<file path="src/hdl/serv_bus_pkg.sv">
package serv_bus_pkg;

   // Instruction fetch request, held until ack
   typedef struct packed {
      logic [31:0] adr;
      logic        cyc;
   } ibus_req_t;

   // Write-only data bus, stores are always full words
   typedef struct packed {
      logic [31:0] adr;
      logic [31:0] dat;
      logic        cyc;
   } dbus_req_t;

endpackage

</file>
<file path="src/hdl/serv_isa_pkg.sv">
package serv_isa_pkg;

   typedef enum logic [6:0] {
      OPC_OP     = 7'b0110011,
      OPC_OP_IMM = 7'b0010011,
      OPC_LUI    = 7'b0110111,
      OPC_STORE  = 7'b0100011,
      OPC_BRANCH = 7'b1100011,
      OPC_JAL    = 7'b1101111
   } opcode_e;

   typedef enum logic [2:0] {
      ALU_ADD,
      ALU_SUB,
      ALU_AND,
      ALU_OR,
      ALU_XOR,
      ALU_PASS_B
   } alu_op_e;

   // EXEC and BRANCH are the counted passes
   typedef enum logic [1:0] {
      PH_FETCH,
      PH_EXEC,
      PH_BRANCH,
      PH_STORE
   } phase_e;

   typedef struct packed {
      logic [4:0] rd_addr;
      logic [4:0] rs1_addr;
      logic [4:0] rs2_addr;
      alu_op_e    alu_op;
      logic       op_b_imm;
      logic       rd_en;
      logic       is_store;
      logic       is_branch;
      logic       branch_ne;
      logic       is_jal;
   } decode_t;

endpackage

</file>
<file path="src/hdl/serv_alu.sv">
`timescale 1ns/1ps

module serv_alu import serv_isa_pkg::*; (
   input  logic    clk,
   input  logic    i_rst_n,
   input  logic    i_cnt_en,
   input  logic    i_cnt_done,
   input  alu_op_e i_op,
   input  logic    i_rs1,
   input  logic    i_op_b,
   output logic    o_rd,
   output logic    o_eq
);

   logic first_q;
   logic carry_q;
   logic eq_q;
   logic b_eff;
   logic cin;
   logic sum;

   // Two's complement subtract: invert B, carry in of one
   assign b_eff = (i_op == ALU_SUB) ? ~i_op_b : i_op_b;
   assign cin   = first_q ? (i_op == ALU_SUB) : carry_q;
   assign sum   = i_rs1 ^ b_eff ^ cin;
   assign o_eq  = (first_q || eq_q) && (i_rs1 == i_op_b);

   always_ff @(posedge clk) begin
      if (!i_rst_n) begin
         first_q <= 1'b1;
         carry_q <= 1'b0;
         eq_q    <= 1'b1;
      end else begin
         first_q <= !i_cnt_en || i_cnt_done;
         if (i_cnt_en) begin
            carry_q <= (i_rs1 & b_eff) | (cin & (i_rs1 ^ b_eff));
            eq_q    <= o_eq;
         end
      end
   end

   always_comb begin
      case (i_op)
         ALU_AND:    o_rd = i_rs1 & i_op_b;
         ALU_OR:     o_rd = i_rs1 | i_op_b;
         ALU_XOR:    o_rd = i_rs1 ^ i_op_b;
         ALU_PASS_B: o_rd = i_op_b;
         default:    o_rd = sum;
      endcase
   end

endmodule

</file>
<file path="src/hdl/serv_ctrl.sv">
`timescale 1ns/1ps

module serv_ctrl import serv_isa_pkg::*, serv_bus_pkg::*; #(
   parameter logic [31:0] RESET_PC = 32'h0
) (
   input  logic      clk,
   input  logic      i_rst_n,
   input  phase_e    i_phase,
   input  logic      i_cnt_en,
   input  logic      i_cnt_done,
   input  logic      i_imm,
   input  decode_t   i_dec,
   input  logic      i_eq,
   output logic      o_link,
   output ibus_req_t o_ibus
);

   logic [31:0] pc_q;
   logic [2:0]  pos_q;
   logic        c4_q;
   logic        ci_q;
   logic        taken_q;
   logic        run_q;
   logic        pass_end;
   logic        pc_bit;
   logic        four_bit;
   logic        sumi;
   logic        new_bit;

   assign pass_end = !i_cnt_en || i_cnt_done;
   assign pc_bit   = pc_q[0];
   // Marks bit 2, the only set bit of the constant 4
   assign four_bit = pos_q[2];
   assign o_link   = pc_bit ^ four_bit ^ c4_q;
   assign sumi     = pc_bit ^ i_imm ^ ci_q;

   assign o_ibus.adr = pc_q;
   assign o_ibus.cyc = run_q && (i_phase == PH_FETCH);

   always_comb begin
      if (i_phase == PH_BRANCH) begin
         new_bit = taken_q ? sumi : o_link;
      end else if (i_dec.is_branch) begin
         new_bit = pc_bit;  // keep the PC for the branch pass
      end else if (i_dec.is_jal) begin
         new_bit = sumi;
      end else begin
         new_bit = o_link;
      end
   end

   always_ff @(posedge clk) begin
      if (!i_rst_n) begin
         pc_q    <= RESET_PC;
         pos_q   <= 3'b001;
         c4_q    <= 1'b0;
         ci_q    <= 1'b0;
         taken_q <= 1'b0;
         run_q   <= 1'b0;
      end else begin
         run_q <= 1'b1;
         if (i_cnt_en) begin
            pc_q <= {new_bit, pc_q[31:1]};
         end
         if (pass_end) begin
            pos_q <= 3'b001;
            c4_q  <= 1'b0;
            ci_q  <= 1'b0;
         end else begin
            pos_q <= {pos_q[1:0], 1'b0};
            c4_q  <= (pc_bit & four_bit) | (c4_q & (pc_bit ^ four_bit));
            ci_q  <= (pc_bit & i_imm) | (ci_q & (pc_bit ^ i_imm));
         end
         if (i_phase == PH_EXEC && i_cnt_done) begin
            taken_q <= i_eq ^ i_dec.branch_ne;
         end
      end
   end

endmodule

</file>
<file path="src/hdl/serv_decode.sv">
`timescale 1ns/1ps

module serv_decode import serv_isa_pkg::*; (
   input  logic        clk,
   input  logic        i_rst_n,
   input  logic [31:0] i_ibus_rdt,
   input  logic        i_ibus_ack,
   input  logic        i_cnt_en,
   output decode_t     o_dec,
   output logic        o_imm
);

   logic [31:0] ir;
   logic [31:0] imm_sr;
   logic        wr;

   function automatic logic [31:0] form_imm(input logic [31:0] w);
      case (w[6:0])
         OPC_STORE:  form_imm = {{21{w[31]}}, w[30:25], w[11:7]};
         OPC_BRANCH: form_imm = {{20{w[31]}}, w[7], w[30:25], w[11:8], 1'b0};
         OPC_LUI:    form_imm = {w[31:12], 12'd0};
         OPC_JAL:    form_imm = {{12{w[31]}}, w[19:12], w[20], w[30:21], 1'b0};
         default:    form_imm = {{21{w[31]}}, w[30:20]};
      endcase
   endfunction

   always_ff @(posedge clk) begin
      if (!i_rst_n) begin
         ir <= 32'd0;
      end else if (i_ibus_ack) begin
         ir <= i_ibus_rdt;
      end
   end

   // Rotating, so the branch pass sees the immediate again
   always_ff @(posedge clk) begin
      if (i_ibus_ack) begin
         imm_sr <= form_imm(i_ibus_rdt);
      end else if (i_cnt_en) begin
         imm_sr <= {imm_sr[0], imm_sr[31:1]};
      end
   end

   assign o_imm = imm_sr[0];

   always_comb begin
      o_dec          = '0;
      o_dec.rd_addr  = ir[11:7];
      o_dec.rs1_addr = ir[19:15];
      o_dec.rs2_addr = ir[24:20];
      o_dec.alu_op   = ALU_ADD;
      wr             = 1'b0;
      case (ir[6:0])
         OPC_OP: begin
            if (ir[31:25] == 7'h00 || (ir[31:25] == 7'h20 && ir[14:12] == 3'b000)) begin
               wr = 1'b1;
               case (ir[14:12])
                  3'b000:  o_dec.alu_op = ir[30] ? ALU_SUB : ALU_ADD;
                  3'b100:  o_dec.alu_op = ALU_XOR;
                  3'b110:  o_dec.alu_op = ALU_OR;
                  3'b111:  o_dec.alu_op = ALU_AND;
                  default: wr = 1'b0;
               endcase
            end
         end
         OPC_OP_IMM: begin
            o_dec.op_b_imm = 1'b1;
            wr             = (ir[14:12] == 3'b000);
         end
         OPC_LUI: begin
            o_dec.op_b_imm = 1'b1;
            o_dec.alu_op   = ALU_PASS_B;
            wr             = 1'b1;
         end
         OPC_STORE: begin
            o_dec.op_b_imm = 1'b1;
            o_dec.is_store = (ir[14:12] == 3'b010);
         end
         OPC_BRANCH: begin
            o_dec.is_branch = (ir[14:13] == 2'b00);
            o_dec.branch_ne = ir[12];
         end
         OPC_JAL: begin
            o_dec.is_jal = 1'b1;
            wr           = 1'b1;
         end
         default: ;
      endcase
      // x0 target turns the write off here
      o_dec.rd_en = wr && (o_dec.rd_addr != 5'd0);
   end

endmodule

</file>
<file path="src/hdl/serv_lsu.sv">
`timescale 1ns/1ps

module serv_lsu import serv_isa_pkg::*, serv_bus_pkg::*; (
   input  logic      clk,
   input  logic      i_rst_n,
   input  phase_e    i_phase,
   input  logic      i_cnt_en,
   input  logic      i_addr_bit,
   input  logic      i_rs2,
   input  logic      i_dbus_ack,
   output dbus_req_t o_dbus
);

   logic [31:0] adr_q;
   logic [31:0] dat_q;

   // Filled LSB first during EXEC, full by the STORE phase
   always_ff @(posedge clk) begin
      if (i_cnt_en && i_phase == PH_EXEC) begin
         adr_q <= {i_addr_bit, adr_q[31:1]};
         dat_q <= {i_rs2, dat_q[31:1]};
      end
   end

   assign o_dbus.adr = adr_q;
   assign o_dbus.dat = dat_q;
   assign o_dbus.cyc = (i_phase == PH_STORE);

   a_cyc_until_ack: assert property (@(posedge clk) disable iff (!i_rst_n)
      $fell(o_dbus.cyc) |-> $past(i_dbus_ack));

   a_req_stable: assert property (@(posedge clk) disable iff (!i_rst_n)
      (o_dbus.cyc && !i_dbus_ack) |=> ($stable(o_dbus.adr) && $stable(o_dbus.dat)));

endmodule

</file>
<file path="src/hdl/serv_rf.sv">
`timescale 1ns/1ps

module serv_rf (
   input  logic       clk,
   input  logic       i_rst_n,
   input  logic       i_cnt_en,
   input  logic [4:0] i_rs1_addr,
   input  logic [4:0] i_rs2_addr,
   input  logic [4:0] i_rd_addr,
   input  logic       i_rd_en,
   input  logic       i_rd,
   output logic       o_rs1,
   output logic       o_rs2
);

   logic [31:0] regs [1:31];
   logic [31:0] lsb;

   // Bit zero of every register, x0 reads as zero
   always_comb begin
      lsb[0] = 1'b0;
      for (int r = 1; r < 32; r++) begin
         lsb[r] = regs[r][0];
      end
   end

   assign o_rs1 = lsb[i_rs1_addr];
   assign o_rs2 = lsb[i_rs2_addr];

   // Sources rotate back into place after a full pass
   always_ff @(posedge clk) begin
      if (i_cnt_en) begin
         for (int r = 1; r < 32; r++) begin
            if (i_rd_en && i_rd_addr == 5'(r)) begin
               regs[r] <= {i_rd, regs[r][31:1]};
            end else if (i_rs1_addr == 5'(r) || i_rs2_addr == 5'(r)) begin
               regs[r] <= {regs[r][0], regs[r][31:1]};
            end
         end
      end
   end

   a_no_x0_write: assert property (@(posedge clk) disable iff (!i_rst_n)
      i_rd_en |-> (i_rd_addr != 5'd0));

endmodule

</file>
<file path="src/hdl/serv_state.sv">
`timescale 1ns/1ps

module serv_state import serv_isa_pkg::*; (
   input  logic       clk,
   input  logic       i_rst_n,
   input  logic       i_ibus_ack,
   input  logic       i_dbus_ack,
   input  decode_t    i_dec,
   output phase_e     o_phase,
   output logic [4:0] o_cnt,
   output logic       o_cnt_en,
   output logic       o_cnt_done
);

   assign o_cnt_en   = (o_phase == PH_EXEC) || (o_phase == PH_BRANCH);
   assign o_cnt_done = o_cnt_en && (o_cnt == 5'd31);

   always_ff @(posedge clk) begin
      if (!i_rst_n) begin
         o_phase <= PH_FETCH;
         o_cnt   <= 5'd0;
      end else begin
         if (o_cnt_en) begin
            o_cnt <= o_cnt + 5'd1;
         end
         unique case (o_phase)
            PH_FETCH: begin
               if (i_ibus_ack) begin
                  o_phase <= PH_EXEC;
               end
            end
            PH_EXEC: begin
               if (o_cnt_done) begin
                  if (i_dec.is_branch) begin
                     o_phase <= PH_BRANCH;
                  end else if (i_dec.is_store) begin
                     o_phase <= PH_STORE;
                  end else begin
                     o_phase <= PH_FETCH;
                  end
               end
            end
            PH_BRANCH: begin
               if (o_cnt_done) begin
                  o_phase <= PH_FETCH;
               end
            end
            PH_STORE: begin
               if (i_dbus_ack) begin
                  o_phase <= PH_FETCH;
               end
            end
         endcase
      end
   end

   // Counter rests at zero between passes
   a_idle_cnt: assert property (@(posedge clk) disable iff (!i_rst_n)
      (o_phase inside {PH_FETCH, PH_STORE}) |-> (o_cnt == 5'd0));

endmodule

</file>
<file path="src/hdl/serv_top.sv">
`timescale 1ns/1ps

module serv_top import serv_isa_pkg::*, serv_bus_pkg::*; #(
   parameter logic [31:0] RESET_PC = 32'h0
) (
   input  logic        clk,
   input  logic        i_rst_n,
   input  logic [31:0] i_ibus_rdt,
   input  logic        i_ibus_ack,
   input  logic        i_dbus_ack,
   output ibus_req_t   o_ibus,
   output dbus_req_t   o_dbus
);

   phase_e  phase;
   decode_t dec;
   logic    cnt_en;
   logic    cnt_done;
   logic    ibus_ack;
   logic    dbus_ack;
   logic    imm;
   logic    rs1;
   logic    rs2;
   logic    op_b;
   logic    alu_rd;
   logic    eq;
   logic    link;
   logic    rd;

   // Ack counts only while a request is open
   assign ibus_ack = i_ibus_ack && o_ibus.cyc;
   assign dbus_ack = i_dbus_ack && o_dbus.cyc;

   assign op_b = dec.op_b_imm ? imm : rs2;
   assign rd   = dec.is_jal ? link : alu_rd;

   serv_state u_state (
      .clk        (clk),
      .i_rst_n    (i_rst_n),
      .i_ibus_ack (ibus_ack),
      .i_dbus_ack (dbus_ack),
      .i_dec      (dec),
      .o_phase    (phase),
      .o_cnt      (),
      .o_cnt_en   (cnt_en),
      .o_cnt_done (cnt_done)
   );

   serv_decode u_decode (
      .clk        (clk),
      .i_rst_n    (i_rst_n),
      .i_ibus_rdt (i_ibus_rdt),
      .i_ibus_ack (ibus_ack),
      .i_cnt_en   (cnt_en),
      .o_dec      (dec),
      .o_imm      (imm)
   );

   serv_rf u_rf (
      .clk        (clk),
      .i_rst_n    (i_rst_n),
      .i_cnt_en   (cnt_en),
      .i_rs1_addr (dec.rs1_addr),
      .i_rs2_addr (dec.rs2_addr),
      .i_rd_addr  (dec.rd_addr),
      .i_rd_en    (dec.rd_en),
      .i_rd       (rd),
      .o_rs1      (rs1),
      .o_rs2      (rs2)
   );

   serv_alu u_alu (
      .clk        (clk),
      .i_rst_n    (i_rst_n),
      .i_cnt_en   (cnt_en),
      .i_cnt_done (cnt_done),
      .i_op       (dec.alu_op),
      .i_rs1      (rs1),
      .i_op_b     (op_b),
      .o_rd       (alu_rd),
      .o_eq       (eq)
   );

   serv_ctrl #(
      .RESET_PC (RESET_PC)
   ) u_ctrl (
      .clk        (clk),
      .i_rst_n    (i_rst_n),
      .i_phase    (phase),
      .i_cnt_en   (cnt_en),
      .i_cnt_done (cnt_done),
      .i_imm      (imm),
      .i_dec      (dec),
      .i_eq       (eq),
      .o_link     (link),
      .o_ibus     (o_ibus)
   );

   serv_lsu u_lsu (
      .clk        (clk),
      .i_rst_n    (i_rst_n),
      .i_phase    (phase),
      .i_cnt_en   (cnt_en),
      .i_addr_bit (alu_rd),
      .i_rs2      (rs2),
      .i_dbus_ack (dbus_ack),
      .o_dbus     (o_dbus)
   );

endmodule

</file>
<file path="config.mk">
export PLATFORM = sky130hd
export DESIGN_NAME = serv_top
export DESIGN_NICKNAME = d
export VERILOG_FILES = /design/src/hdl/serv_bus_pkg.sv /design/src/hdl/serv_isa_pkg.sv /design/src/hdl/serv_alu.sv /design/src/hdl/serv_ctrl.sv /design/src/hdl/serv_decode.sv /design/src/hdl/serv_lsu.sv /design/src/hdl/serv_rf.sv /design/src/hdl/serv_state.sv /design/src/hdl/serv_top.sv
export SDC_FILE = /design/constraint.sdc
export NUM_CORES = 1
export LEC_CHECK = 0
export ABC_AREA = 0
export BUFFER_PORTS_ARGS = -buffer_cell sky130_fd_sc_hd__buf_2
export CAP_MARGIN = 20
export CORE_ASPECT_RATIO = 1.5
export CORE_MARGIN = 4
export CORE_UTILIZATION = 60
export CTS_CLUSTER_DIAMETER = 150
export DETAILED_ROUTE_END_ITERATION = 7
export PLACE_DENSITY = 0.77
export REMOVE_ABC_BUFFERS = 1
export SKIP_CTS_REPAIR_TIMING = 1
export SYNTH_ARGS = -nofsm -noshare
export SYNTH_HDL_FRONTEND = slang
export SYNTH_HIERARCHICAL = 1
export SYNTH_SLANG_ARGS = --single-unit
</file>
<file path="constraint.sdc">
create_clock -name clk -period 13.7 [get_ports clk]
set_input_delay 2.74 -clock clk [delete_from_list [all_inputs] [get_ports clk]]
set_output_delay 2.74 -clock clk [all_outputs]
set_load 0.005 [all_outputs]
</file>
* Yosys cells after proc, flatten, opt, wreduce, memory -nomap -nowiden
Memories as Yosys holds them, arrays and structs flattened.
Index checks and enable logic that the tools add are counted.
** Storage, ports and cells
- Bits in registers :: 177
- Memory bits (writable) :: 992
- Output and inout port bits :: 98
- Logic and storage cells :: 565
- Memories kept :: 1
** Memory list
- u_rf.regs :: depth 31, bits a word 32, rd ports 31, clocked after Yosys merged registers in 0, wr ports 31, line serv_rf.sv:16 : logic [31:0] regs [1:31];
** Cells by class
- Add/sub/neg operators :: 1
- $lt $le $gt $ge :: 2
- Equality and inequality tests :: 122
- Mux-type cells :: 284
- Bitwise operators :: 52
- Reductions and logical operators :: 87
** Operators by type and width (count)
- $mux W32 :: 33
- $eq A5 B5 Y1 const B :: 49
- $mux W1 :: 235
- $pmux W31 S4 :: 1
- $eq A5 B4 Y1 const B :: 24
- $eq A5 B3 Y1 const B :: 12
- $eq A7 B6 Y1 const B :: 6
- $logic_and A1 B1 Y1 :: 40
- $logic_or A1 B1 Y1 :: 35
- $or A1 B1 Y1 :: 35
- $eq A5 B2 Y1 const B :: 6
- $eq A7 B7 Y1 const B :: 4
- $eq A3 B3 Y1 const B :: 5
- $eq A5 B1 Y1 const B :: 3
- $mux W2 :: 7
- $lt A5 B6 Y1 const B :: 2
- $pmux W3 S4 :: 1
- $bmux W1 S5 :: 2
- $eq A3 B2 Y1 const B :: 3
- $pmux W2 S4 :: 1
- $xor A1 B1 Y1 :: 8
- $and A1 B1 Y1 :: 7
- $eq A7 B5 Y1 const B :: 1
- $logic_not A7 Y1 :: 1
- 21 further kinds :: 27

* Longest topological paths before layout
Gate-level depths: netlist (run 1).
- Depth after elaboration :: 12
- Mapped depth :: 17
- Depth with buffers taken out :: 13

* Modules after synthesis
Netlist (run 1), hierarchy kept.
** By module, submodules not included
- serv_rf :: times used 1, cells each 1287, area an instance 32042.0 µm²
- serv_decode :: times used 1, cells each 317, area an instance 3190.6 µm²
- serv_lsu :: times used 1, cells each 66, area an instance 1938.1 µm²
- serv_ctrl :: times used 1, cells each 129, area an instance 1500.2 µm²
- serv_state :: times used 1, cells each 40, area an instance 426.7 µm²
- serv_alu :: times used 1, cells each 26, area an instance 244.0 µm²
- serv_top :: times used 1, cells each 4, area an instance 42.5 µm²

* Worst setup path before layout (run 1)
No wires, ideal clock.
- Path kind :: reg2reg
- From :: register u_state.o_phase[1]
- To :: register, netlist name u_rf/regs[0][512]
- Data arrival time :: 4.222 ns
- Data required time :: 13.230 ns
- Path slack :: 9.008 ns
- Stages on the path, launching flop included :: 7
- Path buffers :: 3
- Clock period less this slack :: 4.692 ns
- Path through :: dfxtp_1 -> inv_1 -> ha_1 -> clkbuf_1 -> clkbuf_1 -> clkbuf_1 -> a21boi_0
** RTL lines
- start, declared :: line serv_state.sv:9 : output phase_e o_phase,
- start signal, assigned :: line serv_state.sv:20 : o_phase <= PH_FETCH;
- start signal, assigned :: line serv_state.sv:29 : o_phase <= PH_EXEC;
- start signal, assigned :: line serv_state.sv:35 : o_phase <= PH_BRANCH;

==> qor.csv, run 1 <==
stage;metric;value;unit
outcome;status;completed;
synthesis;ys_seq_area_frac;0.8707;
cts;clockBufferDepth;3;
timing;fmaxAchievable;217.6;MHz
floorplanning;core_area;64760;µm²
synthesis;post_synth_inst_count;1869;
worst_setup_path;worst-endpoint-arrival;5010;ps
global_route;globalRouteTotalUtil;0.1946;
cts;tritoncts.num_buffers;97;
synthesis;post_synth_adder_cell_area;0.004066;
global_route;globalRouteOverflowTotal;0;
synthesis;synth_top_family_by_area;simple AND/OR/NAND/NOR gates;
synthesis;netlist-cell-type-count;85;
synthesis;mapped_avg_cell_area;21.07;µm²
floorplanning;die_area;69890;µm²
timing;finalSetupTns;0;ps
synthesis;ys_seq_elements;1169;
route;route.vias.total;17011;
flow_run;max-cap-violations;0;
layout;flow.area_growth_from_synthesis;12.04;%
floorplanning;die_y;321.8;µm
cts;htree_levels;3;
cts;clk_pin_slew;70;ps
synthesis;ys_warn_count;6;
layout;multi_input_area;4579;µm²
global_route;pin_count_of_the_biggest_net_entering_global_routing;99;
worst_setup_path;critical_path_peak_fanout;31;
placed_design;port_buffers;133;
power;worst_voltage_drop_across_the_vdd_grid;115.4;µV
synthesis;post_synth_xor_area_fraction;0.001334;
worst_setup_path;critPathRequiredTime;14110;ps
placed_design;preCtsSetupSlack;8777;ps
route;drc_errors;0;
synthesis;synthSimpleGateAreaFrac;0.04425;
worst_setup_path;setup.worst_path.class;flop to flop;
route;avgRoutedWirePerCell;22.19;µm
synthesis;yosys-mux-area-fraction;0.03542;
timing;final.hold.worst_slack;402.0;ps
synthesis;synthArstFlopShare;0;
timing;worst-slew-pin-transition;1089;ps
cts;clock_tree_from_tritoncts;yes;
global_route;first_pass_grt_wire_length;104.2;mm
placed_design;placed_wire_length_estimate_after_detailed_placement;36.54;mm
timing;post-route-min-period;4596;ps
hold_path;holdCritPathClass;flop to flop;
route;drt_pre_antenna_iters;5;
layout;fillerInstances;4066;
route;routed_via_density;5.640;
cts;clock-root-buffer;sky130_fd_sc_hd__clkbuf_16;
synthesis;compound_gate_portion_of_the_synthesized_area;0.03047;
timing;clock-skew-final;33.75;ps
power;power_density;157.3;nW/µm²
synthesis;synth-edff-count;1088;
power;cellLeakagePower;14.30;nW
layout;seq_area;34290;µm²
placed_design;gp_routability_congestion;0.8640;
cts;numClockSinks;1169;
layout;drive_above_1_share;0.1821;
global_route;antenna_found_initial;6;
floorplanning;floorplan.initialDensity;0.6082;
floorplanning;rows;114;
synthesis;synth-main-ff-cell;sky130_fd_sc_hd__edfxtp_1;
worst_setup_path;setup.worst_path.start_class;flop;
global_route;grt_pass1_vias;17507;
layout;post-route-util;0.6814;
timing;rsz0062_at_grt;no;
worst_setup_path;critical_path.endpoint_type;flop;
floorplanning;io-pin-count;134;
cts;clk_latency;670;ps
timing;hold_violations;0;
route;ant_nets;0;
timing;timing.final.crit_share;0.3355;
timing;timing_max_transition_violations_final;0;
floorplanning;die_w;217.2;µm
route;drt_iter0_markers;1507;
route;finalWirelength;66.93;mm
timing;max_slew_margin;0.2737;
synthesis;synthesis.area;39380;µm²
timing;setup_ws;9104;ps
timing;setup_viol_count_final;0;
layout;num-nets-final;2112;
==> Yosys cell counts (all sizes together) (7+ instances only) <==
cell type,n,area share
nor2,58,0.0055
dfxtp,81,0.041
mux2,37,0.011
a21boi,12,0.0024
a31oi,8,0.0013
nand3,17,0.0022
nor2b,69,0.011
and2,12,0.0020
o21a,27,0.0051
nand2b,22,0.0037
o21ai,11,0.0014
mux4,9,0.0051
edfxtp,1088,0.83
o211ai,17,0.0032
ha,8,0.0025
nor3b,8,0.0018
nand2,31,0.0031
mux2i,76,0.019
a21oi,35,0.0044
inv,25,0.0024
nand3b,24,0.0052
or3b,7,0.0017
o22ai,36,0.0064
buf,47,0.0085
clkbuf,29,0.0028
==> cell usage in the layout, fill, tap and decap left out, types with 5 or more instances in the layout <==
cell type                      n
sky130_fd_sc_hd__buf_2       133
sky130_fd_sc_hd__a21boi_0      9
sky130_fd_sc_hd__nand3b_1     22
sky130_fd_sc_hd__a21oi_1      35
sky130_fd_sc_hd__mux2_2       23
sky130_fd_sc_hd__buf_4        38
sky130_fd_sc_hd__o211ai_1     17
sky130_fd_sc_hd__mux2i_1      76
sky130_fd_sc_hd__and3_1        5
sky130_fd_sc_hd__mux2_1       10
sky130_fd_sc_hd__dfxtp_1      81
sky130_fd_sc_hd__a31oi_1       8
sky130_fd_sc_hd__mux4_2        9
sky130_fd_sc_hd__clkbuf_1     15
sky130_fd_sc_hd__o22ai_1      32
sky130_fd_sc_hd__or3_1         6
sky130_fd_sc_hd__o21a_1       27
sky130_fd_sc_hd__ha_1          7
sky130_fd_sc_hd__clkbuf_16   101
sky130_fd_sc_hd__nand2b_1     21
sky130_fd_sc_hd__inv_1        24
sky130_fd_sc_hd__clkinv_1     19
sky130_fd_sc_hd__nor2b_1      67
sky130_fd_sc_hd__edfxtp_1   1088
sky130_fd_sc_hd__o21ai_0       8
sky130_fd_sc_hd__and2_1        9
sky130_fd_sc_hd__nor2_1       58
sky130_fd_sc_hd__nand3_1      17
sky130_fd_sc_hd__nor3b_1       6
sky130_fd_sc_hd__clkinv_2     21
sky130_fd_sc_hd__nand2_1      29
==> registers in the layout, summed over array words and instances, names as in the netlist <==
name             flops
u_decode/ir         32
u_ctrl/pc_q         32
u_ctrl/c4_q          1
u_lsu/dat_q         32
u_ctrl/run_q         1
u_ctrl/pos_q         3
u_alu/eq_q           1
u_rf/regs          992
u_ctrl/taken_q       1
u_state/o_cnt        5
u_state/o_phase      2
u_lsu/adr_q         32
u_alu/first_q        1
u_ctrl/ci_q          1
u_alu/carry_q        1
u_decode/imm_sr     32
==> final cells by class <==
cell class | count | area share
Sequential cell | 1169 | 0.7772
Multi-Input combinational cell | 599 | 0.1038
Clock buffer | 118 | 0.05904
Tap cell | 870 | 0.02467
Timing Repair Buffer | 173 | 0.02234
Clock inverter | 58 | 0.01063
Inverter | 25 | 0.002127
Antenna cell | 4 | 0.0002268
==> metal layers <==
metal  vias up  track usage  wire length (µm)
met4         2      0.09262              2792
li1       7652            -                 -
met3       155      0.03275              3049
met1      8710       0.2752             28630
met2       492       0.3025             32440
met5         -            0                13
==> stage by stage <==
| stage | cell area [µm²] | std cells | total power [mW] |
|---|---|---|---|
| after floorplan | 38940 | 1793 | 4.236 |
| after global placement | 41000 | 2833 | 4.310 |
| after detailed placement | 41000 | 2833 | 4.326 |
| after CTS | 44070 | 3009 | 7.019 |
| after global routing | 44120 | 3014 | 7.207 |
| final | 44120 | 3016 | 6.939 |
==> path summary, 6_finish.rpt <==
check / start / end / slack (ps) / depth (start not counted)
worst max-delay path: u_decode/ir[21]$_SDFFE_PN0P_ / u_rf/regs[0][319]$_DFFE_PP_ / 9100 / 12
worst min-delay path: u_rf/regs[0][286]$_DFFE_PP_ / u_rf/regs[0][285]$_DFFE_PP_ / 400 / 0
worst max register to register: u_decode/ir[21]$_SDFFE_PN0P_ / u_rf/regs[0][319]$_DFFE_PP_ / 9100 / 12
worst min register to register: u_rf/regs[0][286]$_DFFE_PP_ / u_rf/regs[0][285]$_DFFE_PP_ / 400 / 0
==> power breakdown <==
group	switching [mW]	internal, mW	total (mW)
clock network	1.24	1.44	2.69
logic	0.160	0.109	0.270
registers	0.0379	3.95	3.98
total	1.44	5.50	6.94
==> logic make-up (layout without fill, tap and decap cells) <==
kind of cell             count (synthesis)  count (layout)
flip-flops                            1169            1169
AND/OR/NAND/NOR                        290             290
AO/OA/AOI/OAI                          170             170
multiplexers                           122             122
buffers and inverters                  101             374
adder cells (fa/ha/maj)                 11              11
XOR/XNOR                                 6               6
other                                    0               4
==> worst max-delay path, cell delays in order, from the launching register on <==
cell and delay (ps):
sky130_fd_sc_hd__dfxtp_1 750, sky130_fd_sc_hd__nand2b_1 490, sky130_fd_sc_hd__o32a_1 430, sky130_fd_sc_hd__o22ai_1 220, sky130_fd_sc_hd__o32a_1 330, sky130_fd_sc_hd__mux2_4 210
sky130_fd_sc_hd__inv_1 70, sky130_fd_sc_hd__xnor2_1 230, sky130_fd_sc_hd__fa_1 460, sky130_fd_sc_hd__o21ai_0 230, sky130_fd_sc_hd__o21ai_1 110, sky130_fd_sc_hd__mux2_4 430
sky130_fd_sc_hd__mux2_1 360
(Power assumes the default switching activity.)
==> inputs of run 2 (changes only) <==
--- a/config.mk
+++ b/config.mk
@@ -5,7 +5,7 @@
 export SDC_FILE = /design/constraint.sdc
 export NUM_CORES = 1
 export LEC_CHECK = 0
-export ABC_AREA = 0
+export ABC_AREA = 1
 export BUFFER_PORTS_ARGS = -buffer_cell sky130_fd_sc_hd__buf_2
 export CAP_MARGIN = 20
 export CORE_ASPECT_RATIO = 1.5
==> constraint.sdc (replaced) <==
create_clock -name clk -period 4.44 [get_ports clk]
set_input_delay 0.888 -clock clk [delete_from_list [all_inputs] [get_ports clk]]
set_output_delay 0.888 -clock clk [all_outputs]
set_load 0.005 [all_outputs]
==> run 2 against run 1 <==
Non-clock buffer count is 4 higher. Critical path depth grew 9. Sequential power rose to 3.3 times the previous value. Wire length up 7.8%. Worst hold slack worse by 3.3 ps. Die area up 0.39%. Clock power grew to 3.2 times the previous value. Power rose to 3.5 times the previous value. Global-route usage rose by 1.4 points. Final cell count up 16%. Critical path type unchanged. Largest cell class unchanged. Largest power group unchanged.
==> qor.csv, run 2 <==
stage;metric;value;unit
floorplanning;die_area;70160;µm²
floorplanning;floorplan.initialDensity;0.6040;
synthesis;post_synth_inst_count;2322;
route;drt_pre_antenna_iters;6;
route;drc_errors;0;
timing;setup_viol_count_final;0;
layout;most_frequent_standard_cell_in_the_layout_excluding_fill_and_tap_cells;sky130_fd_sc_hd__edfxtp_1;
layout;max_flop_register;u_rf/regs;
placed_design;placed_wire_length_estimate_after_detailed_placement;39.70;mm
cts;clock-root-buffer;sky130_fd_sc_hd__clkbuf_16;
layout;drive_above_1_share;0.1418;
hold_path;holdCritPathClass;flop to flop;
cts;clk_latency;680;ps
cts;clockBufferDepth;3;
global_route;antenna_found_initial;0;
route;ant_nets;0;
placed_design;preCtsSetupSlack;811.5;ps
floorplanning;core_area;65470;µm²
placed_design;place_area;41250;µm²
worst_setup_path;critical_path_peak_fanout;31;
synthesis;synth-main-ff-cell;sky130_fd_sc_hd__edfxtp_1;
cts;numClockSinks;1169;
cts;clk_pin_slew;70;ps
placed_design;port_buffers;133;
placed_design;dp_cells;3308;
cts;tritoncts.num_buffers;98;
layout;fin_area;44450;µm²
synthesis;ys_seq_elements;1169;
timing;final.hold.worst_slack;398.7;ps
global_route;globalRouteTotalUtil;0.2087;
route;routed_via_density;5.480;
cts;htree_levels;3;
timing;setup_ws;768.5;ps
layout;flow.area_growth_from_synthesis;12.42;%
worst_setup_path;worst-endpoint-arrival;4200;ps
global_route;pin_count_of_the_biggest_net_entering_global_routing;67;
route;route.vias.total;19141;
layout;final-instance-count-excl-fill;3493;
power;power_density;539.0;nW/µm²
synthesis;netlist-cell-type-count;36;
worst_setup_path;critPathRequiredTime;4970;ps
worst_setup_path;setup.worst_path.class;flop to flop;
flow_run;max-cap-violations;0;
layout;num-nets-final;2578;
cts;clock_tree_from_tritoncts;yes;
timing;rsz0062_at_grt;no;
worst_setup_path;setup.worst_path.start_class;flop;
worst_setup_path;critical_path.endpoint_type;flop;
synthesis;synth_top_cells_by_count;1088 x sky130_fd_sc_hd__edfxtp_1, 423 x sky130_fd_sc_hd__nand2_1, 171 x sky130_fd_sc_hd__nor2_1, 138 x sky130_fd_sc_hd__inv_1, 92 x sky130_fd_sc_hd__o21ai_0;
outcome;status;completed;
global_route;globalRouteOverflowTotal;0;
timing;fmaxAchievable;272.4;MHz
timing;timing_max_transition_violations_final;0;
synthesis;synthesis.area;39540;µm²
timing;worst-slew-pin-transition;1037;ps
placed_design;gp_routability_congestion;0.8454;
timing;hold_violations;0;
layout;num_antenna_cells;0;
route;avgRoutedWirePerCell;20.65;µm
floorplanning;die_y;322.4;µm
timing;timing.final.crit_share;0.8269;
power;fin_total_pwr;23.96;mW
worst_setup_path;r2r_slack;770;ps
route;drt_iter0_markers;2071;
floorplanning;io-pin-count;134;
synthesis;mapped_avg_cell_area;17.03;µm²
timing;max_slew_margin;0.3076;
global_route;first_pass_grt_wire_length;112.3;mm
global_route;grt_pass1_vias;19067;
route;finalWirelength;72.13;mm
power;cellLeakagePower;15.62;nW
synthesis;synth-edff-count;1088;
synthesis;yosys.cell_count.top_type;sky130_fd_sc_hd__edfxtp_1;
floorplanning;die_w;217.6;µm
synthesis;synth_top_cells_by_area;sky130_fd_sc_hd__edfxtp_1 83%, sky130_fd_sc_hd__dfxtp_1 4.1%, sky130_fd_sc_hd__nand2_1 4.0%;
power;worst_voltage_drop_across_the_vdd_grid;502.3;µV
timing;clock-skew-final;32.00;ps
synthesis;ys_warn_count;6;
synthesis;yosys.area.top_type;sky130_fd_sc_hd__edfxtp_1;
floorplanning;rows;115;
synthesis;synthArstFlopShare;0;
layout;most-common-layout-cells;1088 x sky130_fd_sc_hd__edfxtp_1, 423 x sky130_fd_sc_hd__nand2_1, 171 x sky130_fd_sc_hd__nor2_1;
layout;largest_reg_flops;992;
synthesis;synth_top_cell_area_share;0.8262;
synthesis;ys_seq_area_frac;0.8672;
timing;post-route-min-period;3671;ps
## run 2: area by class of cell
cell class                 count  area, µm²
clock inverter                66      649.4
clock buffer                 119       2552
sequential                  1169      34290
inverter                     150      565.5
multi-input combinational    935       4300
fill                        4106      21020
tap                          877       1097
timing repair buffer         177      996.0
## run 2: per-stage QoR
stage / setup TNS (ps) / util
after floorplan: -95880 / -
after global placement: 0 / 0.6301
after detailed placement: 0 / 0.6301
after CTS: 0 / 0.6790
after global routing: 0 / 0.6790
final: 0 / 0.6790
## run 2: layer usage
metal	wire [µm]	track usage
met1	30360	0.2901
met5	0	0
met3	3547	0.03383
met2	35510	0.3385
met4	2706	0.08286
## run 2: final timing paths
check,from,endpoint,depth (start not counted)
worst max-delay path,u_decode/ir[20]$_SDFFE_PN0P_,u_rf/regs[0][511]$_DFFE_PP_,21
worst min register to register,u_rf/regs[0][379]$_DFFE_PP_,u_rf/regs[0][378]$_DFFE_PP_,0
worst min-delay path,u_rf/regs[0][379]$_DFFE_PP_,u_rf/regs[0][378]$_DFFE_PP_,0
worst max register to register,u_decode/ir[20]$_SDFFE_PN0P_,u_rf/regs[0][511]$_DFFE_PP_,21
## run 2: cells by family (layout without fill, tap and decap cells)
logic type / Yosys count / in the layout / synth area share
XOR/XNOR: 2 / 2 / 0.0004430
AND/OR/NAND/NOR: 753 / 753 / 0.07986
AO/OA/AOI/OAI: 169 / 169 / 0.02376
buffers and inverters: 218 / 512 / 0.02468
adder cells (fa/ha/maj): 11 / 11 / 0.004050
flip-flops: 1169 / 1169 / 0.8672
## run 2: power breakdown
group	switching, mW	internal (mW)	total (mW)
registers	0.353	12.8	13.2
clock network	3.88	4.68	8.56
logic	1.55	0.704	2.25
## run 2: critical path: stages (launching register included)
cell	delay [ps]
sky130_fd_sc_hd__dfxtp_1	490
sky130_fd_sc_hd__buf_4	250
sky130_fd_sc_hd__nand2_1	100
sky130_fd_sc_hd__inv_1	150
sky130_fd_sc_hd__nand2_1	70
sky130_fd_sc_hd__nand2_1	70
sky130_fd_sc_hd__nand2_1	40
sky130_fd_sc_hd__nand4_1	130
sky130_fd_sc_hd__nor2_1	70
sky130_fd_sc_hd__nor2_1	220
sky130_fd_sc_hd__nand2_1	100
sky130_fd_sc_hd__nand2_1	110
sky130_fd_sc_hd__inv_1	70
sky130_fd_sc_hd__xor2_1	170
sky130_fd_sc_hd__fa_1	520
sky130_fd_sc_hd__nand3_1	70
sky130_fd_sc_hd__nand4_1	100
sky130_fd_sc_hd__nand2_1	70
sky130_fd_sc_hd__nand2_1	50
sky130_fd_sc_hd__buf_4	350
sky130_fd_sc_hd__o21ai_0	180
sky130_fd_sc_hd__nand2_1	100
